===== config.mk =====
export PLATFORM = sky130hd
export DESIGN_NAME = mips_mem_arbiter
export DESIGN_NICKNAME = d
export VERILOG_FILES = /design/src/mips_pkg.sv /design/src/mips_mem_arbiter.sv
export SDC_FILE = /design/constraint.sdc
export NUM_CORES = 1
export LEC_CHECK = 0
export ABC_CLOCK_PERIOD_IN_PS = 900
export CAP_MARGIN = 30
export CORE_AREA = 2 2 77 79
export DETAILED_ROUTE_END_ITERATION = 8
export DIE_AREA = 0 0 79 81
export DONT_BUFFER_PORTS = 1
export PLACE_DENSITY_LB_ADDON = 0.1
export RECOVER_POWER = 50
export SYNTH_ARGS = -nofsm -noshare
export SYNTH_HDL_FRONTEND = slang
export SYNTH_SLANG_ARGS = --single-unit

===== constraint.sdc =====
create_clock -name vclk -period 0.9
set_input_delay 0.09 -clock vclk [all_inputs]
set_output_delay 0.09 -clock vclk [all_outputs]
set_load 0.03 [all_outputs]

===== src/mips_pkg.sv =====
`default_nettype none

package mips_pkg;

    localparam int XLEN   = 32;
    localparam int MEM_AW = 8;  // 256 words

    // Primary opcode field in instr[31:26]
    typedef enum logic [5:0] {
        OP_RTYPE = 6'h00,
        OP_J     = 6'h02,
        OP_BEQ   = 6'h04,
        OP_ADDI  = 6'h08,
        OP_LW    = 6'h23,
        OP_SW    = 6'h2b
    } opcode_e;

    // R-type funct field in instr[5:0]
    typedef enum logic [5:0] {
        F_ADD = 6'h20,
        F_SUB = 6'h22,
        F_AND = 6'h24,
        F_OR  = 6'h25,
        F_SLT = 6'h2a
    } funct_e;

    typedef enum logic [3:0] {
        FETCH, DECODE, MEM_ADR, MEM_READ, MEM_WB, MEM_WRITE,
        EXECUTE, ALU_WB, BRANCH, ADDI_EXEC, ADDI_WB, JUMP
    } state_e;

    typedef enum logic [2:0] {
        ALU_AND = 3'b000,
        ALU_OR  = 3'b001,
        ALU_ADD = 3'b010,
        ALU_SUB = 3'b110,
        ALU_SLT = 3'b111
    } alu_op_e;

    typedef enum logic [1:0] {
        SRCB_REG        = 2'b00,
        SRCB_FOUR       = 2'b01,
        SRCB_SIGNIMM    = 2'b10,
        SRCB_SIGNIMM_SH = 2'b11
    } srcb_e;

    typedef enum logic [1:0] {
        PC_ALU    = 2'b00,
        PC_ALUOUT = 2'b01,
        PC_JUMP   = 2'b10
    } pcsrc_e;

    typedef struct packed {
        logic    mem_to_reg;  // Write back MDR instead of ALUOut
        logic    reg_dst;     // rd instead of rt
        logic    i_or_d;      // Data address instead of PC
        pcsrc_e  pc_src;
        srcb_e   alu_src_b;
        logic    alu_src_a;   // A register instead of PC
        logic    ir_write;
        logic    mem_write;
        logic    pc_write;
        logic    branch;
        logic    reg_write;
        alu_op_e alu_ctrl;
    } ctrl_t;

    typedef struct packed {
        logic            we;
        logic [XLEN-1:0] addr;   // Byte address
        logic [XLEN-1:0] wdata;
    } mem_req_t;

    typedef struct packed {
        logic            valid;
        logic [4:0]      waddr;
        logic [XLEN-1:0] wdata;
    } wb_trace_t;

endpackage

`default_nettype wire


===== src/mips_mem_arbiter.sv =====
`timescale 1ns/1ps
`default_nettype none

module mips_mem_arbiter (
    input  mips_pkg::mem_req_t  core_req_i,
    input  mips_pkg::mem_req_t  dbg_req_i,
    input  wire                 dbg_en_i,
    output mips_pkg::mem_req_t  mem_req_o
);

    // Debug port always wins
    assign mem_req_o = dbg_en_i ? dbg_req_i : core_req_i;

    // Debug may only take the bus while the core is held or parked,
    // so a core store must never be dropped
    always_comb
    begin
        a_no_dropped_store: assert (!(dbg_en_i && core_req_i.we))
            else $error("Debug access collides with core store");
    end

endmodule

`default_nettype wire


==> run_results.csv <==
group,metric,value,unit
global_route,grt.total_usage,6.13,%
floorplanning,die_h,81,µm
power,p_leak,0.000335,µW
routing,avgRoutedWirePerCell,21.7,µm
critical_path,path_delay_family,"multiplexers",
clocking,postCtsSetupBuffers,0,
routing,final_antenna_net_count,0,
worst_hold_path,hold_start,"dbg_req_i[42]",
clocking,hold_buffers,0,
place,numPortBuffers,0,
floorplanning,core_area,5680,µm²
timing,setup_violations,0,
finish,clkbuf_count,0,
power,powerDensity,895,nW/µm²
timing,max_slew.worst_pin.slew,0.314,ns
critical_path,crit_path_end_kind,"primary output",
worst_hold_path,worstHoldPathType,"in2out",
critical_path,crit_slowest_cell,"mux2_1",
yosys,syn-num-nets,203,
critical_path,crit_chain,"mux2_1",
yosys,yosys_warnings,0,
critical_path,critPathLaunchType,"input pin",
finish,nFillCells,669,
routing,drt_iter0_drc,4,
finish,syn_to_final_growth,-9.96,%
finish,fin_util,15.7,%
critical_path,cp.arrival,0.60,ns
floorplanning,start_util,17.5,%
global_route,antenna_found_initial,0,
timing,timing.setup.tns,0,ns
finish,multi_input_area,800,µm²
timing,grt_setup_unrepaired,"false",
floorplanning,row_count,28,
yosys,synth_area_per_cell,13.8,µm²
floorplanning,fp.dieW,79,µm
yosys,synth_area_leader_cell,"mux2_4",
critical_path,worstSetupPathType,"in2out",
routing,routed_via_density,4.46,
global_route,grt.overflow.total,0,
finish,drive_gt1_share,50.8,%
yosys,ys_seq_area_share,0,%
finish,seq_area,0,µm²
floorplanning,ios,196,
yosys,synth_area_leaders,"mux2_4 (76%), mux2_2 (17%), buf_6 (6.8%), buf_2 (0.50%)",
finish,diodes,0,
place,gp_congestion,0.697,
finish,seq_cell_count,0,
critical_path,cp_data_required_time,0.81,ns
routing,vias,625,
critical_path,cp_num_buf_inv,0,
critical_path,critPathMaxFanout,65,
routing,drt_wl_total,3.04,mm
routing,drc,0,
finish,num-nets-final,198,
global_route,grt_pass1_vias,543,
yosys,synth_top_cell_area_share,75.7,%
power,ir_drop,0.225,mV
status,status,"finished, final reports clean",
power,total_power,800,µW
timing,hold_viol_final,0,
yosys,netlist_instances,72,
floorplanning,dieArea,6400,µm²
timing,timing.slew.headroom,79.1,%
timing,max_freq,1.46,GHz
worst_hold_path,holdPathEnd,"mem_req_o[42]",
yosys,ys_types,4,
timing,period_share,76.4,%
yosys,synth_area,992,µm²
routing,firstDrtPassIters,4,
global_route,grt_pass1_wl,3.17,mm
job,maxCapViolations,0,
critical_path,critical_path.max_stage_delay,0.47,ns
timing,drv_slew,0,
clocking,ctsResizeCount,0,
global_route,grt_max_degree,66,
worst_hold_path,min_delay_path_depth,1,
timing,fin_crit,0.687,ns
worst max path at each step:
stage,start,endpoint,cells after the start
6_report,dbg_en_i,mem_req_o[63],1
3_5_place_dp,dbg_en_i,mem_req_o[0],1
3_3_place_gp,dbg_en_i,mem_req_o[0],1
5_1_grt,dbg_en_i,mem_req_o[29],1
4_1_cts,dbg_en_i,mem_req_o[0],1
2_1_floorplan,dbg_en_i,mem_req_o[13],3
Yosys cell counts:
cell / n
buf_2: 1
mux2_2: 15
buf_6: 6
mux2_4: 50
through the flow:
stage	instance area (µm²)	hold slack, ns	setup slack [ns]	std cells
2_1_floorplan	992	0.360	0.0703	72
3_5_place_dp	1010	0.362	0.298	140
4_1_cts	1010	0.362	0.297	140
6_report	893	0.362	0.213	140
3_3_place_gp	1010	0.363	0.300	140
5_1_grt	893	0.363	0.255	140
cell families after synthesis:
| family | synth area share [%] |
|---|---|
| multiplexers | 92.7 |
| buffers and inverters | 7.31 |
layout make-up:
class,instances,share of cell area (%)
Multi-Input combinational cell,65,89.5
Tap cell,75,10.5
power breakdown:
group / switching (µW) / total (µW) / leakage, µW / internal [µW]
Sequential: 0 / 0 / 0 / 0
Clock: 0 / 0 / 0 / 0
Combinational: 566 / 800 / 0.000335 / 233
metal layers:
layer / share of wire (%) / global-route usage, % / up-vias
met5: 0 / 0 / -
met4: 0 / 0 / 0
met3: 11 / 1.22 / 0
met2: 53 / 13.1 / 85
met1: 36 / 6.42 / 280
li1: - / - / 260
layout by cell type (no fill, tap or decap):
master	n
mux2_1	32
mux2_4	18
mux2_2	15
Power figures use the tool's default switching activity.
