--- src/mips_pkg.sv ---
`default_nettype none

package mips_pkg;

    localparam int XLEN   = 32;
    localparam int MEM_AW = 8;  // 256 words

    // Primary opcode field in instr[31:26]
    typedef enum logic [5:0] {
        OP_RTYPE = 6'h00,
        OP_J     = 6'h02,
        OP_BEQ   = 6'h04,
        OP_ADDI  = 6'h08,
        OP_LW    = 6'h23,
        OP_SW    = 6'h2b
    } opcode_e;

    // R-type funct field in instr[5:0]
    typedef enum logic [5:0] {
        F_ADD = 6'h20,
        F_SUB = 6'h22,
        F_AND = 6'h24,
        F_OR  = 6'h25,
        F_SLT = 6'h2a
    } funct_e;

    typedef enum logic [3:0] {
        FETCH, DECODE, MEM_ADR, MEM_READ, MEM_WB, MEM_WRITE,
        EXECUTE, ALU_WB, BRANCH, ADDI_EXEC, ADDI_WB, JUMP
    } state_e;

    typedef enum logic [2:0] {
        ALU_AND = 3'b000,
        ALU_OR  = 3'b001,
        ALU_ADD = 3'b010,
        ALU_SUB = 3'b110,
        ALU_SLT = 3'b111
    } alu_op_e;

    typedef enum logic [1:0] {
        SRCB_REG        = 2'b00,
        SRCB_FOUR       = 2'b01,
        SRCB_SIGNIMM    = 2'b10,
        SRCB_SIGNIMM_SH = 2'b11
    } srcb_e;

    typedef enum logic [1:0] {
        PC_ALU    = 2'b00,
        PC_ALUOUT = 2'b01,
        PC_JUMP   = 2'b10
    } pcsrc_e;

    typedef struct packed {
        logic    mem_to_reg;  // Write back MDR instead of ALUOut
        logic    reg_dst;     // rd instead of rt
        logic    i_or_d;      // Data address instead of PC
        pcsrc_e  pc_src;
        srcb_e   alu_src_b;
        logic    alu_src_a;   // A register instead of PC
        logic    ir_write;
        logic    mem_write;
        logic    pc_write;
        logic    branch;
        logic    reg_write;
        alu_op_e alu_ctrl;
    } ctrl_t;

    typedef struct packed {
        logic            we;
        logic [XLEN-1:0] addr;   // Byte address
        logic [XLEN-1:0] wdata;
    } mem_req_t;

    typedef struct packed {
        logic            valid;
        logic [4:0]      waddr;
        logic [XLEN-1:0] wdata;
    } wb_trace_t;

endpackage

`default_nettype wire

--- src/mips_controller_fsm.sv ---
`timescale 1ns/1ps
`default_nettype none

module mips_controller_fsm (
    input  wire               clk_i,
    input  wire               reset_i,
    input  mips_pkg::opcode_e op_i,
    input  mips_pkg::funct_e  funct_i,
    output mips_pkg::ctrl_t   ctrl_o
);

    import mips_pkg::*;

    state_e state_q;
    state_e state_d;

    always_ff @(posedge clk_i or posedge reset_i)
    begin
        if (reset_i)
            state_q <= FETCH;
        else
            state_q <= state_d;
    end

    // Next state
    always_comb
    begin
        state_d = FETCH;
        case (state_q)
            FETCH:     state_d = DECODE;
            DECODE:
            begin
                case (op_i)
                    OP_LW, OP_SW: state_d = MEM_ADR;
                    OP_RTYPE:     state_d = EXECUTE;
                    OP_BEQ:       state_d = BRANCH;
                    OP_ADDI:      state_d = ADDI_EXEC;
                    OP_J:         state_d = JUMP;
                    default:      state_d = FETCH;  // Unsupported opcode is skipped
                endcase
            end
            MEM_ADR:   state_d = (op_i == OP_LW) ? MEM_READ : MEM_WRITE;
            MEM_READ:  state_d = MEM_WB;
            EXECUTE:   state_d = ALU_WB;
            ADDI_EXEC: state_d = ADDI_WB;
            default:   state_d = FETCH;  // All write-back, branch and jump states
        endcase
    end

    // Control word per state
    always_comb
    begin
        ctrl_o           = '0;
        ctrl_o.pc_src    = PC_ALU;
        ctrl_o.alu_src_b = SRCB_REG;
        ctrl_o.alu_ctrl  = ALU_ADD;
        case (state_q)
            FETCH:
            begin
                ctrl_o.alu_src_b = SRCB_FOUR;  // PC + 4
                ctrl_o.ir_write  = 1'b1;
                ctrl_o.pc_write  = 1'b1;
            end
            DECODE:    ctrl_o.alu_src_b = SRCB_SIGNIMM_SH;  // Branch target into ALUOut
            MEM_ADR, ADDI_EXEC:
            begin
                ctrl_o.alu_src_a = 1'b1;
                ctrl_o.alu_src_b = SRCB_SIGNIMM;
            end
            MEM_READ:  ctrl_o.i_or_d = 1'b1;
            MEM_WB:
            begin
                ctrl_o.mem_to_reg = 1'b1;
                ctrl_o.reg_write  = 1'b1;
            end
            MEM_WRITE:
            begin
                ctrl_o.i_or_d    = 1'b1;
                ctrl_o.mem_write = 1'b1;
            end
            EXECUTE:
            begin
                ctrl_o.alu_src_a = 1'b1;
                case (funct_i)
                    F_SUB:   ctrl_o.alu_ctrl = ALU_SUB;
                    F_AND:   ctrl_o.alu_ctrl = ALU_AND;
                    F_OR:    ctrl_o.alu_ctrl = ALU_OR;
                    F_SLT:   ctrl_o.alu_ctrl = ALU_SLT;
                    default: ctrl_o.alu_ctrl = ALU_ADD;
                endcase
            end
            ALU_WB:
            begin
                ctrl_o.reg_dst   = 1'b1;
                ctrl_o.reg_write = 1'b1;
            end
            ADDI_WB:   ctrl_o.reg_write = 1'b1;  // rt gets ALUOut
            BRANCH:
            begin
                ctrl_o.alu_src_a = 1'b1;
                ctrl_o.alu_ctrl  = ALU_SUB;    // Zero when A == B
                ctrl_o.pc_src    = PC_ALUOUT;
                ctrl_o.branch    = 1'b1;
            end
            JUMP:
            begin
                ctrl_o.pc_src   = PC_JUMP;
                ctrl_o.pc_write = 1'b1;
            end
            default: ;
        endcase
    end

    // Register file and memory are never written by the same instruction step
    a_no_dual_write: assert property (@(posedge clk_i) disable iff (reset_i)
        !(ctrl_o.mem_write && ctrl_o.reg_write));

endmodule

`default_nettype wire

--- config.mk ---
export PLATFORM = sky130hd
export DESIGN_NAME = mips_controller_fsm
export DESIGN_NICKNAME = d
export VERILOG_FILES = /design/src/mips_pkg.sv /design/src/mips_controller_fsm.sv
export SDC_FILE = /design/constraint.sdc
export NUM_CORES = 1
export LEC_CHECK = 0
export BUFFER_PORTS_ARGS = -buffer_cell sky130_fd_sc_hd__buf_2
export CAP_MARGIN = 20
export CORE_UTILIZATION = 35
export CTS_BUF_LIST = sky130_fd_sc_hd__clkbuf_4
export CTS_CLUSTER_DIAMETER = 30
export DETAILED_ROUTE_END_ITERATION = 10
export PLACE_DENSITY = 0.66
export SLEW_MARGIN = 20
export SYNTH_ARGS = -nofsm -noshare
export SYNTH_HDL_FRONTEND = slang
export SYNTH_SLANG_ARGS = --single-unit
--- constraint.sdc ---
create_clock -name clk_i -period 4.3 [get_ports clk_i]
set_input_delay 0.86 -clock clk_i [delete_from_list [all_inputs] [get_ports clk_i]]
set_output_delay 0.86 -clock clk_i [all_outputs]
set_load 0.05 [all_outputs]
==> metrics.md <==
| Metric | Value |
|---|---|
| Postcts setup bufs | `0` |
| #FFs+latches synth | `4` |
| Largest registers | `state_q x4` |
| Final wirelength | `1230 µm` |
| CP max FO | `12` |
| NetSw | `0.225 mW` |
| VDD IR max | `0.215 mV` |
| Comb pwr share | `0.660` |
| Longest Clk Path Bufs | `2` |
| Setup-failing EPs final | `0` |
| Initial Util | `0.377` |
| Multi-input gate area | `347 µm²` |
| Synth area leader | `dfrtp_1` |
| Final core area utilization | `0.492` |
| GRT Util Overall | `0.168` |
| Fmax | `349 MHz` |
| Final Cycle Share | `0.666` |
| Post-CTS Hold Fix Bufs | `0` |
| Setup WS post-layout | `1.43 ns` |
| Power Density | `573 nW/µm²` |
| Largest net degree at the start of global routing | `14` |
| Final #Nets | `112` |
| Final hold violations | `0` |
| Htree depth | `1` |
| P_leak | `0.303 nW` |
| CP arrival | `2.01 ns` |
| Row count | `13` |
| Die Y | `39.7 µm` |
| Setup Crit Path Kind | `reg -> out` |
| Layout cells sized above 1 | `0.354` |
| Sequential cell area | `100 µm²` |
| Int Pwr | `0.146 mW` |
| Setup tns final | `0 ns` |
| Slew margin rel. | `0.725` |
| Routed vias | `589` |
| Detail Route Antenna Nets | `0` |
| Number of synthesized flops with an enable pin | `0` |
| Max incr delay on CP | `0.56 ns` |
| CP required | `3.44 ns` |
| Largest family of logic cells by synthesized area | `simple AND/OR/NAND/NOR gates` |
| First-pass GRT wire length | `1750 µm` |
| Max-Cap Viols | `0` |
| HPWL after DPL | `939 µm` |
| Critical Path End Type | `output pin` |
| Worst flop-to-flop path endpoint | `state_q[1]` |
| Reg power frac | `0.213` |
| Sw frac | `0.606` |
| Vias in the first global route | `438` |
| Core area | `1320 µm²` |
| Initial antenna violation count | `0` |
| Root Buffer | `clkbuf_4` |
| Synth Area in Compound Gates | `0.174` |
| Average wire per standard cell | `11.1 µm` |
| Max FFs per register | `4` |
| Reg2reg path depth | `3` |
| ANT cells | `0` |
| Seq/Total Area, Yosys | `0.202` |
| Synth Area in Simple Gates | `0.453` |
| Pins Over Slew Limit | `0` |
| CTS tree | `built` |
| Mapped Cells | `70` |
| Slowest CP cell | `or4b_4` |
| Crit-path cells | `nand2b_1, or4b_4, o21bai_1, buf_2` |
| Worst r2r src | `state_q[0]` |
| Crit path to | `ctrl_o[2]` |
| Die area | `1570 µm²` |
| Synth area leaders | `dfrtp_1, nor2_1, nor3_1` |
| Mapped cell area | `497 µm²` |
| Post-synthesis adder-cell area fraction | `0` |
| CTS clk-pin slew, worst paths | `0.04 ns` |
| XOR/XNOR share of the synthesized area | `0.0705` |
| Worst hold path class | `in -> async` |
| IO buf count | `29` |
| Synth warn | `0` |
| Area share of the largest cell type after synthesis | `0.202` |
| Reg with most FFs | `state_q` |
| DP Worst Slack | `1.53 ns` |
| 1st-pass router iterations | `2` |
| Post-CTS Resized | `0` |
| Worst Setup SP | `state_q[0]` |
| R2R Setup Slk | `2.94 ns` |
| Iteration-0 DRC count of the detailed router | `5` |
| Status | `complete, no violations` |
| Distinct cell type count after synthesis | `34` |
| Placer Congestion | `0.861` |
| Synth Flop Type | `dfrtp_1` |
| Fraction of synthesized area in multiplexers | `0` |
| Ys async rst share | `1.00` |
| RSZ-0062 raised after global routing | `no` |
| Filler Cell Count | `142` |
| DRC Markers | `0` |
| Layout Skew | `0.00285 ns` |
| Crit path time final | `2.87 ns` |
| CTS sink count | `4` |
| Syn_nets | `84` |
| Io pins | `30` |
| Via density | `5.31` |
| Worst slew pin tran | `0.412 ns` |
| Area growth syn-to-layout | `30.5%` |
| CTS Buf Count | `3` |
| Clk network pwr share | `0.127` |
| Insertion delay to the later sink of the worst-skew pair | `0.24 ns` |
| Die Width | `39.7 µm` |
| Total power | `0.371 mW` |
| Mean Syn Cell Area | `7.10 µm²` |
| GR Overflow Total | `0` |
| CP startpoint kind | `flip-flop` |
-- kinds of logic (layout without fill, tap and decap cells) --
family                 count (synthesis)  after routing
flip-flops                             4              4
AO/OA/AOI/OAI                         12             12
buffers and inverters                 10             36
AND/OR/NAND/NOR                       40             40
XOR/XNOR                               4              4
-- worst min path at each step --
stage / start / end / slack, ns
2_1_floorplan: state_q[3] / state_q[0] / 0.52
3_3_place_gp: state_q[3] / state_q[0] / 0.63
3_5_place_dp: state_q[3] / state_q[0] / 0.63
4_1_cts: reset_i / state_q[3] / 0.49
5_1_grt: reset_i / state_q[1] / 0.51
6_report: reset_i / state_q[3] / 0.49
-- per-layer routing --
layer,part of all wire,vias up,global-route usage,wire length (µm)
li1,-,303,-,-
met1,0.48,263,0.211,585
met2,0.46,21,0.283,566
met3,0.050,2,0.0170,61
met4,0.013,0,0.0776,16
met5,0,-,0,0
-- power groups by stage --
stage	registers [mW]	clock network, mW	logic, mW
3_5_place_dp	0.0789	0	0.246
5_1_grt	0.0823	0.0501	0.262
4_1_cts	0.0788	0.0488	0.246
3_3_place_gp	0.0794	0	0.244
6_report	0.0791	0.0471	0.245
2_1_floorplan	0.0528	0	0.225
-- cells in the mapped netlist, types with 2 or more instances --
cell type and count:
nor2_1 10, nor3_1 7, dfrtp_1 4, inv_1 4, nand2_1 4, nand2b_1 4, clkbuf_1 3, o21ai_0 3
nand3_1 2, nor3b_1 2, or2_1 2, xnor2_1 2, xor2_1 2
-- critical path, delay by kind of cell (launching register included) --
family	cells	cell delay, ns
AND/OR/NAND/NOR	2	0.85
AO/OA/AOI/OAI	1	0.14
flip-flops	1	0.51
buffers and inverters	1	0.27
-- stage by stage --
step                area [µm²]  std cells  hold WS (ns)
floorplan                  497         70         0.519
global placement           626        108         0.626
detailed placement         626        108         0.634
CTS                        648        111         0.486
global route               648        111         0.507
finish                     648        111         0.487
-- final cells by class --
| cell class | count | share of cell area |
|---|---|---|
| inverters | 4 | 0.0232 |
| clock buffers | 3 | 0.0347 |
| flip-flops and latches | 4 | 0.154 |
| well taps | 15 | 0.0290 |
| multi-input cells | 56 | 0.535 |
| repair buffers | 29 | 0.224 |
-- cells in the final DEF, fill, tap and decap left out, types with 2 or more instances in the layout --
master / n
buf_2: 29
nor2_1: 10
nor3_1: 7
nand2b_1: 4
inv_1: 4
nand2_1: 4
dfrtp_1: 4
o21ai_0: 3
clkbuf_4: 3
nor3b_1: 2
or2_1: 2
xnor2_1: 2
xor2_1: 2
nand3_1: 2
No activity file was read; power rests on OpenSTA's default activity.
